$ cat src/hdl/ibi_pkg.sv
// Types shared by the IBI transmit path; byte counts are 1 to 255, hold times are in clock cycles
package ibi_pkg;

  // One word read from the IBI queue
  typedef logic [31:0] queue_word_t;

  // One byte as it goes out on SDA
  typedef logic [7:0] bus_byte_t;

  // Data byte count carried in the low byte of a descriptor
  typedef logic [7:0] byte_count_t;

  // SDA hold time after SCL falls, in clock cycles
  typedef logic [19:0] timing_t;

  // Descriptor unpacker
  typedef enum logic [1:0] {
    UnpackDesc,
    UnpackWord,
    UnpackBytes
  } unpack_state_e;

  // Bus transmitter
  typedef enum logic [1:0] {
    TxIdle,
    TxHold,
    TxBit,
    TxTbit
  } tx_state_e;

endpackage
$ cat src/hdl/ibi_tx_path.sv
// IBI transmit path from queue to SDA; no arbitration or address phase, bus edges come from outside
`timescale 1ns/1ns

module ibi_tx_path
  import ibi_pkg::*;
#(
  parameter int unsigned FifoDepth = 4
) (
  input  logic        clk_i,
  input  logic        rst_ni,

  input  logic        ibi_queue_rvalid_i,
  input  queue_word_t ibi_queue_rdata_i,
  output logic        ibi_queue_rready_o,

  input  logic        scl_negedge_i,
  input  logic        scl_posedge_i,
  input  timing_t     t_hd_dat_i,

  output logic        sda_o,
  output logic        sel_od_pp_o,
  output logic        ibi_done_o
);

  logic      push_valid;
  bus_byte_t push_byte;
  logic      push_last;
  logic      push_ready;

  logic      pop_valid;
  bus_byte_t pop_byte;
  logic      pop_last;
  logic      pop_ready;

  ibi_descriptor_unpack u_unpack (
    .clk_i,
    .rst_ni,
    .ibi_queue_rvalid_i,
    .ibi_queue_rdata_i,
    .ibi_queue_rready_o,
    .byte_valid_o (push_valid),
    .byte_o       (push_byte),
    .byte_last_o  (push_last),
    .byte_ready_i (push_ready)
  );

  ibi_byte_fifo #(
    .FifoDepth (FifoDepth)
  ) u_fifo (
    .clk_i,
    .rst_ni,
    .push_valid_i (push_valid),
    .push_byte_i  (push_byte),
    .push_last_i  (push_last),
    .push_ready_o (push_ready),
    .pop_valid_o  (pop_valid),
    .pop_byte_o   (pop_byte),
    .pop_last_o   (pop_last),
    .pop_ready_i  (pop_ready)
  );

  ibi_bus_tx u_bus_tx (
    .clk_i,
    .rst_ni,
    .scl_negedge_i,
    .scl_posedge_i,
    .t_hd_dat_i,
    .byte_valid_i (pop_valid),
    .byte_i       (pop_byte),
    .byte_last_i  (pop_last),
    .byte_ready_o (pop_ready),
    .sda_o,
    .sel_od_pp_o,
    .ibi_done_o
  );

endmodule

$ cat src/hdl/ibi_bus_tx.sv
// Shifts IBI bytes and T-bits onto SDA; t_hd_dat_i must be at least 1 and shorter than SCL low
`timescale 1ns/1ns

module ibi_bus_tx
  import ibi_pkg::*;
(
  input  logic      clk_i,
  input  logic      rst_ni,

  // SCL edge strobes and hold time
  input  logic      scl_negedge_i,
  input  logic      scl_posedge_i,
  input  timing_t   t_hd_dat_i,

  // Byte stream from the buffer
  input  logic      byte_valid_i,
  input  bus_byte_t byte_i,
  input  logic      byte_last_i,
  output logic      byte_ready_o,

  // Bus side
  output logic      sda_o,
  output logic      sel_od_pp_o,
  output logic      ibi_done_o
);

  tx_state_e  state_q;
  bus_byte_t  shift_q;
  logic [3:0] bit_cnt_q;
  timing_t    hold_cnt_q;
  logic       last_q;
  logic       sda_q;
  logic       sel_od_pp_q;
  logic       done_q;

  logic byte_fire;
  logic hold_expired;

  // New bytes are taken only when SCL falls at a byte boundary
  assign byte_ready_o = scl_negedge_i &&
                        ((state_q == TxIdle) || (state_q == TxTbit && !last_q));
  assign byte_fire    = byte_valid_i & byte_ready_o;
  assign hold_expired = (state_q == TxHold) && (hold_cnt_q == timing_t'(1));

  assign sda_o       = sda_q;
  assign sel_od_pp_o = sel_od_pp_q;
  assign ibi_done_o  = done_q;

  always_ff @(posedge clk_i) begin
    if (byte_fire) begin
      shift_q <= byte_i;
    end else if (hold_expired && bit_cnt_q != 4'd8) begin
      shift_q <= {shift_q[6:0], 1'b0};
    end
  end

  always_ff @(posedge clk_i or negedge rst_ni) begin
    if (!rst_ni) begin
      state_q     <= TxIdle;
      bit_cnt_q   <= '0;
      hold_cnt_q  <= '0;
      last_q      <= 1'b0;
      sda_q       <= 1'b1;
      sel_od_pp_q <= 1'b0;
      done_q      <= 1'b0;
    end else begin
      done_q <= 1'b0;
      if (byte_fire) begin
        last_q     <= byte_last_i;
        bit_cnt_q  <= '0;
        hold_cnt_q <= t_hd_dat_i;
        state_q    <= TxHold;
      end else begin
        unique case (state_q)
          TxIdle: ;
          TxHold: begin
            if (hold_expired) begin
              sel_od_pp_q <= 1'b1;
              if (bit_cnt_q == 4'd8) begin
                // T-bit high means more data follows
                sda_q   <= ~last_q;
                state_q <= TxTbit;
              end else begin
                sda_q   <= shift_q[7];
                state_q <= TxBit;
              end
            end else begin
              hold_cnt_q <= hold_cnt_q - timing_t'(1);
            end
          end
          TxBit: begin
            // Bit counts once the controller has sampled it
            if (scl_posedge_i) begin
              bit_cnt_q <= bit_cnt_q + 4'd1;
            end
            if (scl_negedge_i) begin
              hold_cnt_q <= t_hd_dat_i;
              state_q    <= TxHold;
            end
          end
          TxTbit: begin
            if (scl_negedge_i) begin
              sda_q       <= 1'b1;
              sel_od_pp_q <= 1'b0;
              done_q      <= last_q;
              state_q     <= TxIdle;
            end
          end
          default: state_q <= TxIdle;
        endcase
      end
    end
  end

  // SDA settles before SCL rises
  a_sda_stable: assert property (@(posedge clk_i) disable iff (!rst_ni)
    scl_posedge_i |-> $stable(sda_o))
    else $error("SDA changed on SCL rising edge");

endmodule

$ cat src/hdl/ibi_byte_fifo.sv
// Byte buffer with last flags; FifoDepth must be a power of two, at least 2
`timescale 1ns/1ns

module ibi_byte_fifo
  import ibi_pkg::*;
#(
  parameter int unsigned FifoDepth = 4
) (
  input  logic      clk_i,
  input  logic      rst_ni,

  input  logic      push_valid_i,
  input  bus_byte_t push_byte_i,
  input  logic      push_last_i,
  output logic      push_ready_o,

  output logic      pop_valid_o,
  output bus_byte_t pop_byte_o,
  output logic      pop_last_o,
  input  logic      pop_ready_i
);

  localparam int unsigned PtrWidth   = $clog2(FifoDepth);
  localparam int unsigned CountWidth = $clog2(FifoDepth + 1);

  // Each entry is {last, byte}
  logic [8:0]            mem_q [FifoDepth];
  logic [PtrWidth-1:0]   wr_ptr_q;
  logic [PtrWidth-1:0]   rd_ptr_q;
  logic [CountWidth-1:0] count_q;

  logic push_fire;
  logic pop_fire;

  assign push_ready_o = (count_q != CountWidth'(FifoDepth));
  assign pop_valid_o  = (count_q != '0);
  assign push_fire    = push_valid_i & push_ready_o;
  assign pop_fire     = pop_valid_o & pop_ready_i;

  assign {pop_last_o, pop_byte_o} = mem_q[rd_ptr_q];

  always_ff @(posedge clk_i) begin
    if (push_fire) begin
      mem_q[wr_ptr_q] <= {push_last_i, push_byte_i};
    end
  end

  always_ff @(posedge clk_i or negedge rst_ni) begin
    if (!rst_ni) begin
      wr_ptr_q <= '0;
      rd_ptr_q <= '0;
      count_q  <= '0;
    end else begin
      if (push_fire) begin
        wr_ptr_q <= wr_ptr_q + 1'b1;
      end
      if (pop_fire) begin
        rd_ptr_q <= rd_ptr_q + 1'b1;
      end
      if (push_fire && !pop_fire) begin
        count_q <= count_q + 1'b1;
      end else if (pop_fire && !push_fire) begin
        count_q <= count_q - 1'b1;
      end
    end
  end

  // Producer keeps its byte while the buffer is full
  a_push_held: assert property (@(posedge clk_i) disable iff (!rst_ni)
    (push_valid_i && !push_ready_o) |=>
      (push_valid_i && $stable(push_byte_i) && $stable(push_last_i)))
    else $error("byte dropped while buffer full");

endmodule

$ cat src/hdl/ibi_descriptor_unpack.sv
// Splits IBI queue words into bytes, low byte first; a descriptor count of zero is not supported
`timescale 1ns/1ns

module ibi_descriptor_unpack
  import ibi_pkg::*;
(
  input  logic        clk_i,
  input  logic        rst_ni,

  // IBI queue
  input  logic        ibi_queue_rvalid_i,
  input  queue_word_t ibi_queue_rdata_i,
  output logic        ibi_queue_rready_o,

  // Byte stream
  output logic        byte_valid_o,
  output bus_byte_t   byte_o,
  output logic        byte_last_o,
  input  logic        byte_ready_i
);

  unpack_state_e state_q;
  queue_word_t   word_q;
  logic [1:0]    byte_idx_q;
  byte_count_t   remaining_q;

  logic word_fire;
  logic byte_fire;
  logic word_end;

  // Last byte of the held word, with more data words still to come
  assign word_end = (byte_idx_q == 2'd3) && (remaining_q != byte_count_t'(1));

  // Next word can replace the held one as its final byte leaves
  always_comb begin
    unique case (state_q)
      UnpackBytes: ibi_queue_rready_o = byte_ready_i & word_end;
      default:     ibi_queue_rready_o = 1'b1;
    endcase
  end

  assign word_fire = ibi_queue_rvalid_i & ibi_queue_rready_o;

  assign byte_valid_o = (state_q == UnpackBytes);
  assign byte_o       = word_q[{byte_idx_q, 3'b000} +: 8];
  assign byte_last_o  = (remaining_q == byte_count_t'(1));
  assign byte_fire    = byte_valid_o & byte_ready_i;

  always_ff @(posedge clk_i or negedge rst_ni) begin
    if (!rst_ni) begin
      state_q     <= UnpackDesc;
      byte_idx_q  <= '0;
      remaining_q <= '0;
    end else begin
      unique case (state_q)
        UnpackDesc: begin
          if (word_fire) begin
            remaining_q <= ibi_queue_rdata_i[7:0];
            state_q     <= UnpackWord;
          end
        end
        UnpackWord: begin
          if (word_fire) begin
            byte_idx_q <= '0;
            state_q    <= UnpackBytes;
          end
        end
        UnpackBytes: begin
          if (byte_fire) begin
            remaining_q <= remaining_q - byte_count_t'(1);
            if (byte_last_o) begin
              byte_idx_q <= '0;
              state_q    <= UnpackDesc;
            end else if (byte_idx_q == 2'd3) begin
              byte_idx_q <= '0;
              if (!word_fire) begin
                state_q <= UnpackWord;
              end
            end else begin
              byte_idx_q <= byte_idx_q + 2'd1;
            end
          end
        end
        default: state_q <= UnpackDesc;
      endcase
    end
  end

  // Data word holding register
  always_ff @(posedge clk_i) begin
    if (word_fire && state_q != UnpackDesc) begin
      word_q <= ibi_queue_rdata_i;
    end
  end

  // Queue writer must never post an empty IBI
  a_nonzero_count: assert property (@(posedge clk_i) disable iff (!rst_ni)
    (state_q == UnpackDesc && ibi_queue_rvalid_i) |-> (ibi_queue_rdata_i[7:0] != '0))
    else $error("IBI descriptor with zero byte count");

endmodule

$ cat config.mk
export PLATFORM = sky130hd
export DESIGN_NAME = ibi_tx_path
export DESIGN_NICKNAME = d
export VERILOG_FILES = /design/src/hdl/ibi_pkg.sv /design/src/hdl/ibi_tx_path.sv /design/src/hdl/ibi_bus_tx.sv /design/src/hdl/ibi_byte_fifo.sv /design/src/hdl/ibi_descriptor_unpack.sv
export SDC_FILE = /design/constraint.sdc
export NUM_CORES = 1
export LEC_CHECK = 0
export BUFFER_PORTS_ARGS = -buffer_cell sky130_fd_sc_hd__clkbuf_2
export CORE_ASPECT_RATIO = 0.9
export CORE_MARGIN = 3
export CORE_UTILIZATION = 30
export DETAILED_ROUTE_END_ITERATION = 10
export PLACE_DENSITY = 0.49
export SLEW_MARGIN = 20
export SYNTH_ARGS = -nofsm -noshare
export SYNTH_HDL_FRONTEND = slang
export SYNTH_SLANG_ARGS = --single-unit
$ cat constraint.sdc
create_clock -name clk_i -period 2.55 [get_ports clk_i]
set_clock_uncertainty 0.1 [all_clocks]
set_input_delay 0.51 -clock clk_i [delete_from_list [all_inputs] [get_ports clk_i]]
set_output_delay 0.51 -clock clk_i [all_outputs]
set_load 0.01 [all_outputs]
After elaboration in Yosys (flattened, before gate mapping)

Memory sizes are Yosys's and may differ from the RTL's.
Index checks and enable logic that the tools add are counted.
Widths: inputs -> output; s select.

Add/subtract/negate cells: 8
Equality and inequality tests: 23
Shifts and indexed selects: 1
Mux-type cells: 45
Bitwise gates (word level): 6
Reductions and logical operators: 32

Operator list:

| kind                  | number |
|---|---|
| $mux 20               | 3 |
| $pmux 20 s2           | 1 |
| $mux 8                | 4 |
| $shiftx 32x6->8       | 1 |
| $mux 2                | 14 |
| $eq 20x1->1 const B   | 1 |
| $sub 20x1->20 const B | 1 |
| $ne 3x3->1 const B    | 6 |
| $pmux 8 s2            | 1 |
| $reduce_bool 2->1     | 8 |
| $mux 1                | 12 |
| $mux 4                | 3 |
| $pmux 2 s3            | 2 |
| $reduce_and 3->1      | 3 |
| $eq 2x2->1 const B    | 4 |
| $eq 8x1->1 const B    | 1 |
| $logic_and 1x1->1     | 8 |
| $ne 8x1->1 const B    | 1 |
| $reduce_and 4->1      | 2 |
| $sub 8x1->8 const B   | 1 |
| $add 2x1->2 const B   | 3 |
| $mux 3                | 2 |
| $ne 2x1->1 const B    | 3 |
| $reduce_bool 3->1     | 2 |
| 18 further kinds      | 28 |

Register bits: 89
RAM bits: 36
Bits of input ports: 57
Output and inout bits: 4
Memories kept: 1

Memory list:

| name         | words | bits a word | rd ports | clocked after Yosys merged registers in | write ports | RTL line            | RTL |
|---|---|---|---|---|---|---|---|
| u_fifo.mem_q | 4     | 9           | 1        | 0                                       | 1           | ibi_byte_fifo.sv:27 | `logic [8:0] mem_q [FifoDepth];` |

Longest topological paths before layout

Word-level depth: 10
Mapped depth: 13
Gate-level depth less buffers: 10

Cells and area by module

A second synthesis with hierarchy kept.

Cells, all modules: 476
Area total of the unflattened synthesis: 6075.8 um2

Modules (own cells, without submodules):

| module                | times used | cells an instance | area an instance (um2) |
|---|---|---|---|
| ibi_bus_tx            | 1          | 261               | 2418.6 |
| ibi_descriptor_unpack | 1          | 133               | 1924.3 |
| ibi_byte_fifo         | 1          | 82                | 1732.9 |

Worst setup path after synthesis

OpenSTA, ideal clock, no wires.

Path kind: register -> register
Start point: register u_unpack.remaining_q[0]
End point: register u_unpack.word_q[0], enable pin
Data arrival time: 2293 ps
Setup slack: -268 ps
Cell stages (with the launch flop): 5
Path buffers: 0
Clock period less this slack: 2818 ps
Cells stage by stage: dfrtp_1 > ha_1 > nand4b_1 > a41oi_1 > nor2b_1

Longest elaborated chain between the ends: 6

RTL lines:

| what                     | RTL line                    | RTL |
|---|---|---|
| start: declaration       | ibi_descriptor_unpack.sv:25 | `byte_count_t remaining_q;` |
| start signal: assignment | ibi_descriptor_unpack.sv:58 | `remaining_q <= ibi_queue_rdata_i[7:0];` |
| start signal: assignment | ibi_descriptor_unpack.sv:70 | `remaining_q <= remaining_q - byte_count_t'(1);` |
| $ne 8x1->1               | ibi_descriptor_unpack.sv:32 | `assign word_end = (byte_idx_q == 2'd3) && (remaining_q != byte_count_t'(1));` |
| $logic_and 1x1->1        | ibi_descriptor_unpack.sv:32 |  |
| $and 1x1->1              | ibi_descriptor_unpack.sv:37 | `UnpackBytes: ibi_queue_rready_o = byte_ready_i & word_end;` |
| $mux 1                   | ibi_descriptor_unpack.sv:36 | `unique case (state_q)` |
| $and 1x1->1              | ibi_descriptor_unpack.sv:42 | `assign word_fire = ibi_queue_rvalid_i & ibi_queue_rready_o;` |
| $logic_and 1x1->1        | ibi_descriptor_unpack.sv:91 | `if (word_fire && state_q != UnpackDesc) begin` |
| end signal: assignment   | ibi_descriptor_unpack.sv:92 | `word_q <= ibi_queue_rdata_i;` |
| end: declaration         | ibi_descriptor_unpack.sv:23 | `queue_word_t word_q;` |

Every way passes these cells.
A chain may end at the register's enable or synchronous reset.

Final worst setup path

Start point: register u_bus_tx.hold_cnt_q[0]
End point: register u_bus_tx.hold_cnt_q[14]

Longest elaborated chain between the ends: 4
Elaborated cells between the ends (all ways): 8
Classes of those cells: add/sub: 1; eq/ne: 2; mux: 3; reduce/logical: 2

RTL lines:

| what                                         | RTL line                           | RTL |
|---|---|---|
| start: declaration                           | ibi_bus_tx.sv:30                   | `timing_t hold_cnt_q;` |
| start signal: assignment                     | ibi_bus_tx.sv:71                   | `hold_cnt_q <= t_hd_dat_i;` |
| start signal: assignment                     | ibi_bus_tx.sv:88                   | `hold_cnt_q <= hold_cnt_q - timing_t'(1);` |
| start signal: assignment                     | ibi_bus_tx.sv:97                   | `hold_cnt_q <= t_hd_dat_i;` |
| $sub 20x1->20 or $eq 20x1->1 (tied branches) | ibi_bus_tx.sv:88, ibi_bus_tx.sv:43 |  |
| $mux 20 or $logic_and 1x1->1 (tied branches) | ibi_bus_tx.sv:77, ibi_bus_tx.sv:43 |  |
| $pmux 20 s2 or $ne 3x3->1 (tied branches)    | -                                  |  |
| $mux 20 or $reduce_and 3->1 (tied branches)  | -                                  |  |

Several ways; a longest one is shown, not always the timed one. The select of a mux whose other input is x is not followed.

==> flow_summary.yaml <==
pwr:
  cell_area_power_density_mw_per_mm2: 1330
  clkPwrFrac: 0.237
  power.static_leakage_uw: 0.00273
  comb_power_share: 0.388
  p_int_uw: 5920
  switching_share: 0.383
  share_seq_of_total_power: 0.374
  power.ir.vdd_worst_v: 0.000584
  power_switching_uw: 3670
setup_path:
  worst_path_dominant_cell_family: "compound AO/OA/AOI/OAI gates"
  worstPathBufferInverterCount: 1
  timing.critical_path.fanout_max: 6
  criticalPathCategory: "flop to flop"
  worst_setup_path_start_kind: "flop"
  crit_arrival_ns: 2.52
  cpMaxStageDelayCell: "sky130_fd_sc_hd__dfrtp_1"
  worstPathCellList: "inv_1 > ha_1 > nor4b_2 > nand3_1 > o41ai_1 > a21oi_1 > a221o_1"
  setup.worst_path.end_class: "flop"
  worst_path_largest_cell_delay_ns: 0.41
  required_ns: 2.74
synth:
  synth_edf_count: 76
  synth.area.top_cells: "sky130_fd_sc_hd__edfxtp_1 38%, sky130_fd_sc_hd__dfrtp_1 20%, sky130_fd_sc_hd__mux4_2 6.4%, sky130_fd_sc_hd__ha_1 3.4%, sky130_fd_sc_hd__nand2_1 2.8%"
  dominantRegCellSynth: "sky130_fd_sc_hd__edfxtp_1"
  postSynth.asyncResetShare: 0.392
  synth_top_area_frac: 0.382
  synth.cells.most_frequent: "76 x sky130_fd_sc_hd__edfxtp_1, 48 x sky130_fd_sc_hd__dfrtp_1, 45 x sky130_fd_sc_hd__nand2_1, 39 x sky130_fd_sc_hd__nor2_1, 27 x sky130_fd_sc_hd__a21oi_1"
  yosysWarnings: 0
  synth_most_common_cell: "sky130_fd_sc_hd__edfxtp_1"
  synth-seq-area-share: 0.588
  postSynthRegisterBits: 125
  netlist_area_mm2: 0.00597
  synth_area_per_cell_um2: 12.5
  postSynthNetCount: 553
  syn_inst: 479
  synth_top_cell_by_area: "sky130_fd_sc_hd__edfxtp_1"
  synth_cell_types: 64
finish:
  area_delta_synth_final_pct: 20.5
  num-nets-final: 627
  postLayoutCoreUtil: 0.372
  drive_above_1_share: 0.258
  n_diodes: 0
clock_network:
  cts_setup_buffers: 0
  worst_setup_hold_path_clk_slew_ns: 0.06
  insertion_delay_ns: 0.42
  clk_path_buf_depth: 2
  cts_root_buffer: "sky130_fd_sc_hd__clkbuf_16"
  clk_sinks: 125
  tritoncts_clock_tree: "yes"
  clock_tree.htree_level_count: 4
  cts-buffers-inserted: 17
timing:
  timing.fmax_mhz: 429
  finalHoldViolCount: 0
  rsz0062_at_grt: "no"
  report.final.slew_viol_count: 0
  finalCritPeriodShare: 0.914
  layout_min_cycle_time_ns: 2.33
  measured_slew_at_the_worst_slew_check_pin_ns: 0.631
  postLayoutSetupSlackWorst_ns: 0.218
  final.setup.tns_ns: 0
  report.final.setup_viol: 0
  timing.max_slew.rel_slack: 0.579
grt:
  first_global_vias: 4217
  gr-total-overflow: 0
  grt_antenna_before_repair: 0
  groute.usage.overall: 0.126
  wire_length_of_the_first_global_routing_pass_um: 21800
  maximum_number_of_pins_on_one_net_before_global_route_repair: 35
status:
  outcome: "finished, final reports clean"
placement:
  pre_cts_ws_ns: 0.141
  last_weighted_congestion_value_of_the_routability_driven_placer: 0.813
  hpwl_um: 9080
  placement.io_buffers: 60
die:
  dieWidth_um: 155
  floorplan.initialDensity: 0.309
  dieArea_mm2: 0.0216
  placement_rows: 48
  core_mm2: 0.0193
  ioPinCount: 61
  dieHeight_um: 140
route:
  post_drt_wl_per_cell_um: 16.1
  route.antenna.remaining_nets: 0
  drcViolationCount: 0
  detail_route.wirelength_um: 13200
  first_pass_detailed_route_iteration_total: 5
  drt-initial-drc-count: 223
  vias_post_dr: 4098
  post_drt_via_cell_ratio: 5.02
flow_run:
  max_cap_violations: 0
min_path:
  worstHoldPathType: "primary input to async pin"
## flip-flops by register name, indices dropped and copies added, names as in the netlist, 2 cells and up
name	cells
u_bus_tx.hold_cnt_q	20
u_unpack.word_q	32
u_bus_tx.state_q	2
u_unpack.state_q	2
u_fifo.wr_ptr_q	2
u_unpack.byte_idx_q	2
u_unpack.remaining_q	8
u_bus_tx.bit_cnt_q	4
u_fifo.rd_ptr_q	2
u_bus_tx.shift_q	8
u_fifo.mem_q	36
u_fifo.count_q	3
## area by class of cell
class	count	area, um2
clock buffer	18	429
clock inverter	14	124
fill	1877	12100
inverter	15	58.8
multi-input combinational	314	2310
sequential	125	3510
tap	250	313
timing repair buffer	80	450
## routing by layer
layer / GRT usage / wire (um) / vias up
met3: 0.0392 / 551 / 5
met2: 0.199 / 6360 / 78
met4: 0.0311 / 85 / 0
met5: 0 / 0 / -
met1: 0.170 / 6170 / 2047
li1: - / - / 1968
## cell usage in the layout, fill, tap and decap left out, types with 3 or more instances in the layout
cell	n
sky130_fd_sc_hd__o21ai_0	15
sky130_fd_sc_hd__xor2_1	3
sky130_fd_sc_hd__a22o_1	3
sky130_fd_sc_hd__a21oi_1	27
sky130_fd_sc_hd__inv_8	4
sky130_fd_sc_hd__nand2b_1	3
sky130_fd_sc_hd__clkbuf_2	60
sky130_fd_sc_hd__o21ai_1	5
sky130_fd_sc_hd__o22a_1	3
sky130_fd_sc_hd__clkbuf_16	17
sky130_fd_sc_hd__xnor2_1	6
sky130_fd_sc_hd__a2bb2oi_1	3
sky130_fd_sc_hd__nand3_1	22
sky130_fd_sc_hd__ha_1	14
sky130_fd_sc_hd__o311a_1	3
sky130_fd_sc_hd__nand2_1	45
sky130_fd_sc_hd__or3_1	5
sky130_fd_sc_hd__clkinvlp_4	3
sky130_fd_sc_hd__mux4_2	17
sky130_fd_sc_hd__a22oi_1	8
sky130_fd_sc_hd__nor2b_1	3
sky130_fd_sc_hd__o211ai_1	6
sky130_fd_sc_hd__edfxtp_1	76
sky130_fd_sc_hd__and2_1	8
sky130_fd_sc_hd__o2bb2a_4	3
sky130_fd_sc_hd__inv_6	6
sky130_fd_sc_hd__nand4_1	3
sky130_fd_sc_hd__inv_1	14
sky130_fd_sc_hd__nor3_1	10
sky130_fd_sc_hd__buf_4	20
sky130_fd_sc_hd__nor3b_1	3
sky130_fd_sc_hd__nor2_1	38
sky130_fd_sc_hd__a31oi_1	7
sky130_fd_sc_hd__nor3_2	3
sky130_fd_sc_hd__o22ai_1	6
sky130_fd_sc_hd__dfrtp_1	48
## worst paths after layout
kind | from | endpoint | slack [ns] | cells past startpoint
setup / recovery | u_bus_tx.hold_cnt_q[0] | u_bus_tx.hold_cnt_q[14] | 0.22 | 7
hold / removal | rst_ni | u_bus_tx.hold_cnt_q[5] | 0.005 | 1
setup reg to reg | u_bus_tx.hold_cnt_q[0] | u_bus_tx.hold_cnt_q[14] | 0.22 | 7
hold reg to reg | u_unpack.remaining_q[7] | u_unpack.remaining_q[7] | 0.40 | 1
max in group asynchronous | rst_ni | u_bus_tx.sda_o | 1.65 | 2
min in group clk_i | ibi_queue_rdata_i[26] | u_unpack.word_q[26] | 0.16 | 1
## power by group through the flow
| stage | Combinational [uW] | Sequential, uW | Clock (uW) |
|---|---|---|---|
| after floorplan | 2990 | 3380 | 0 |
| after global placement | 3640 | 3590 | 0 |
| after detailed placement | 3740 | 3620 | 0 |
| after CTS | 3760 | 3590 | 2330 |
| after global routing | 4190 | 3690 | 2430 |
| final | 3720 | 3590 | 2270 |
## metrics by stage
| stage | cell area, um2 | hold WS [ns] | std cells | total power, uW |
|---|---|---|---|---|
| CTS | 7190 | 0.0185 | 816 | 9680 |
| detailed placement | 6640 | 0.389 | 784 | 7360 |
| global placement | 6640 | 0.387 | 784 | 7230 |
| global route | 7190 | 0.0437 | 816 | 10300 |
| finish | 7190 | 0.00512 | 816 | 9580 |
| floorplan | 6010 | 0.114 | 479 | 6370 |
## repair_timing
item	4_1_cts	5_1_grt
hold buffers	0	0
gates resized for setup	0	1
endpoints found under the setup margin	0	1
## cell families (layout without fill, tap and decap cells)
logic type / Yosys count / in the layout / synth area share
AO/OA/AOI/OAI: 111 / 111 / 0.132
XOR/XNOR: 9 / 9 / 0.0132
adder cells (fa/ha/maj): 17 / 17 / 0.0369
buffers and inverters: 40 / 127 / 0.0308
flip-flops: 125 / 125 / 0.588
multiplexers: 18 / 18 / 0.0661
AND/OR/NAND/NOR: 159 / 159 / 0.133
## worst reg2reg max path, cell delays in order (launching register included)
cell and delay (ns):
sky130_fd_sc_hd__dfrtp_1 0.41, sky130_fd_sc_hd__inv_1 0.11, sky130_fd_sc_hd__ha_1 0.28, sky130_fd_sc_hd__nor4b_2 0.41, sky130_fd_sc_hd__nand3_1 0.22, sky130_fd_sc_hd__o41ai_1 0.31
sky130_fd_sc_hd__a21oi_1 0.11, sky130_fd_sc_hd__a221o_1 0.27
Power figures use the tool's default switching activity.
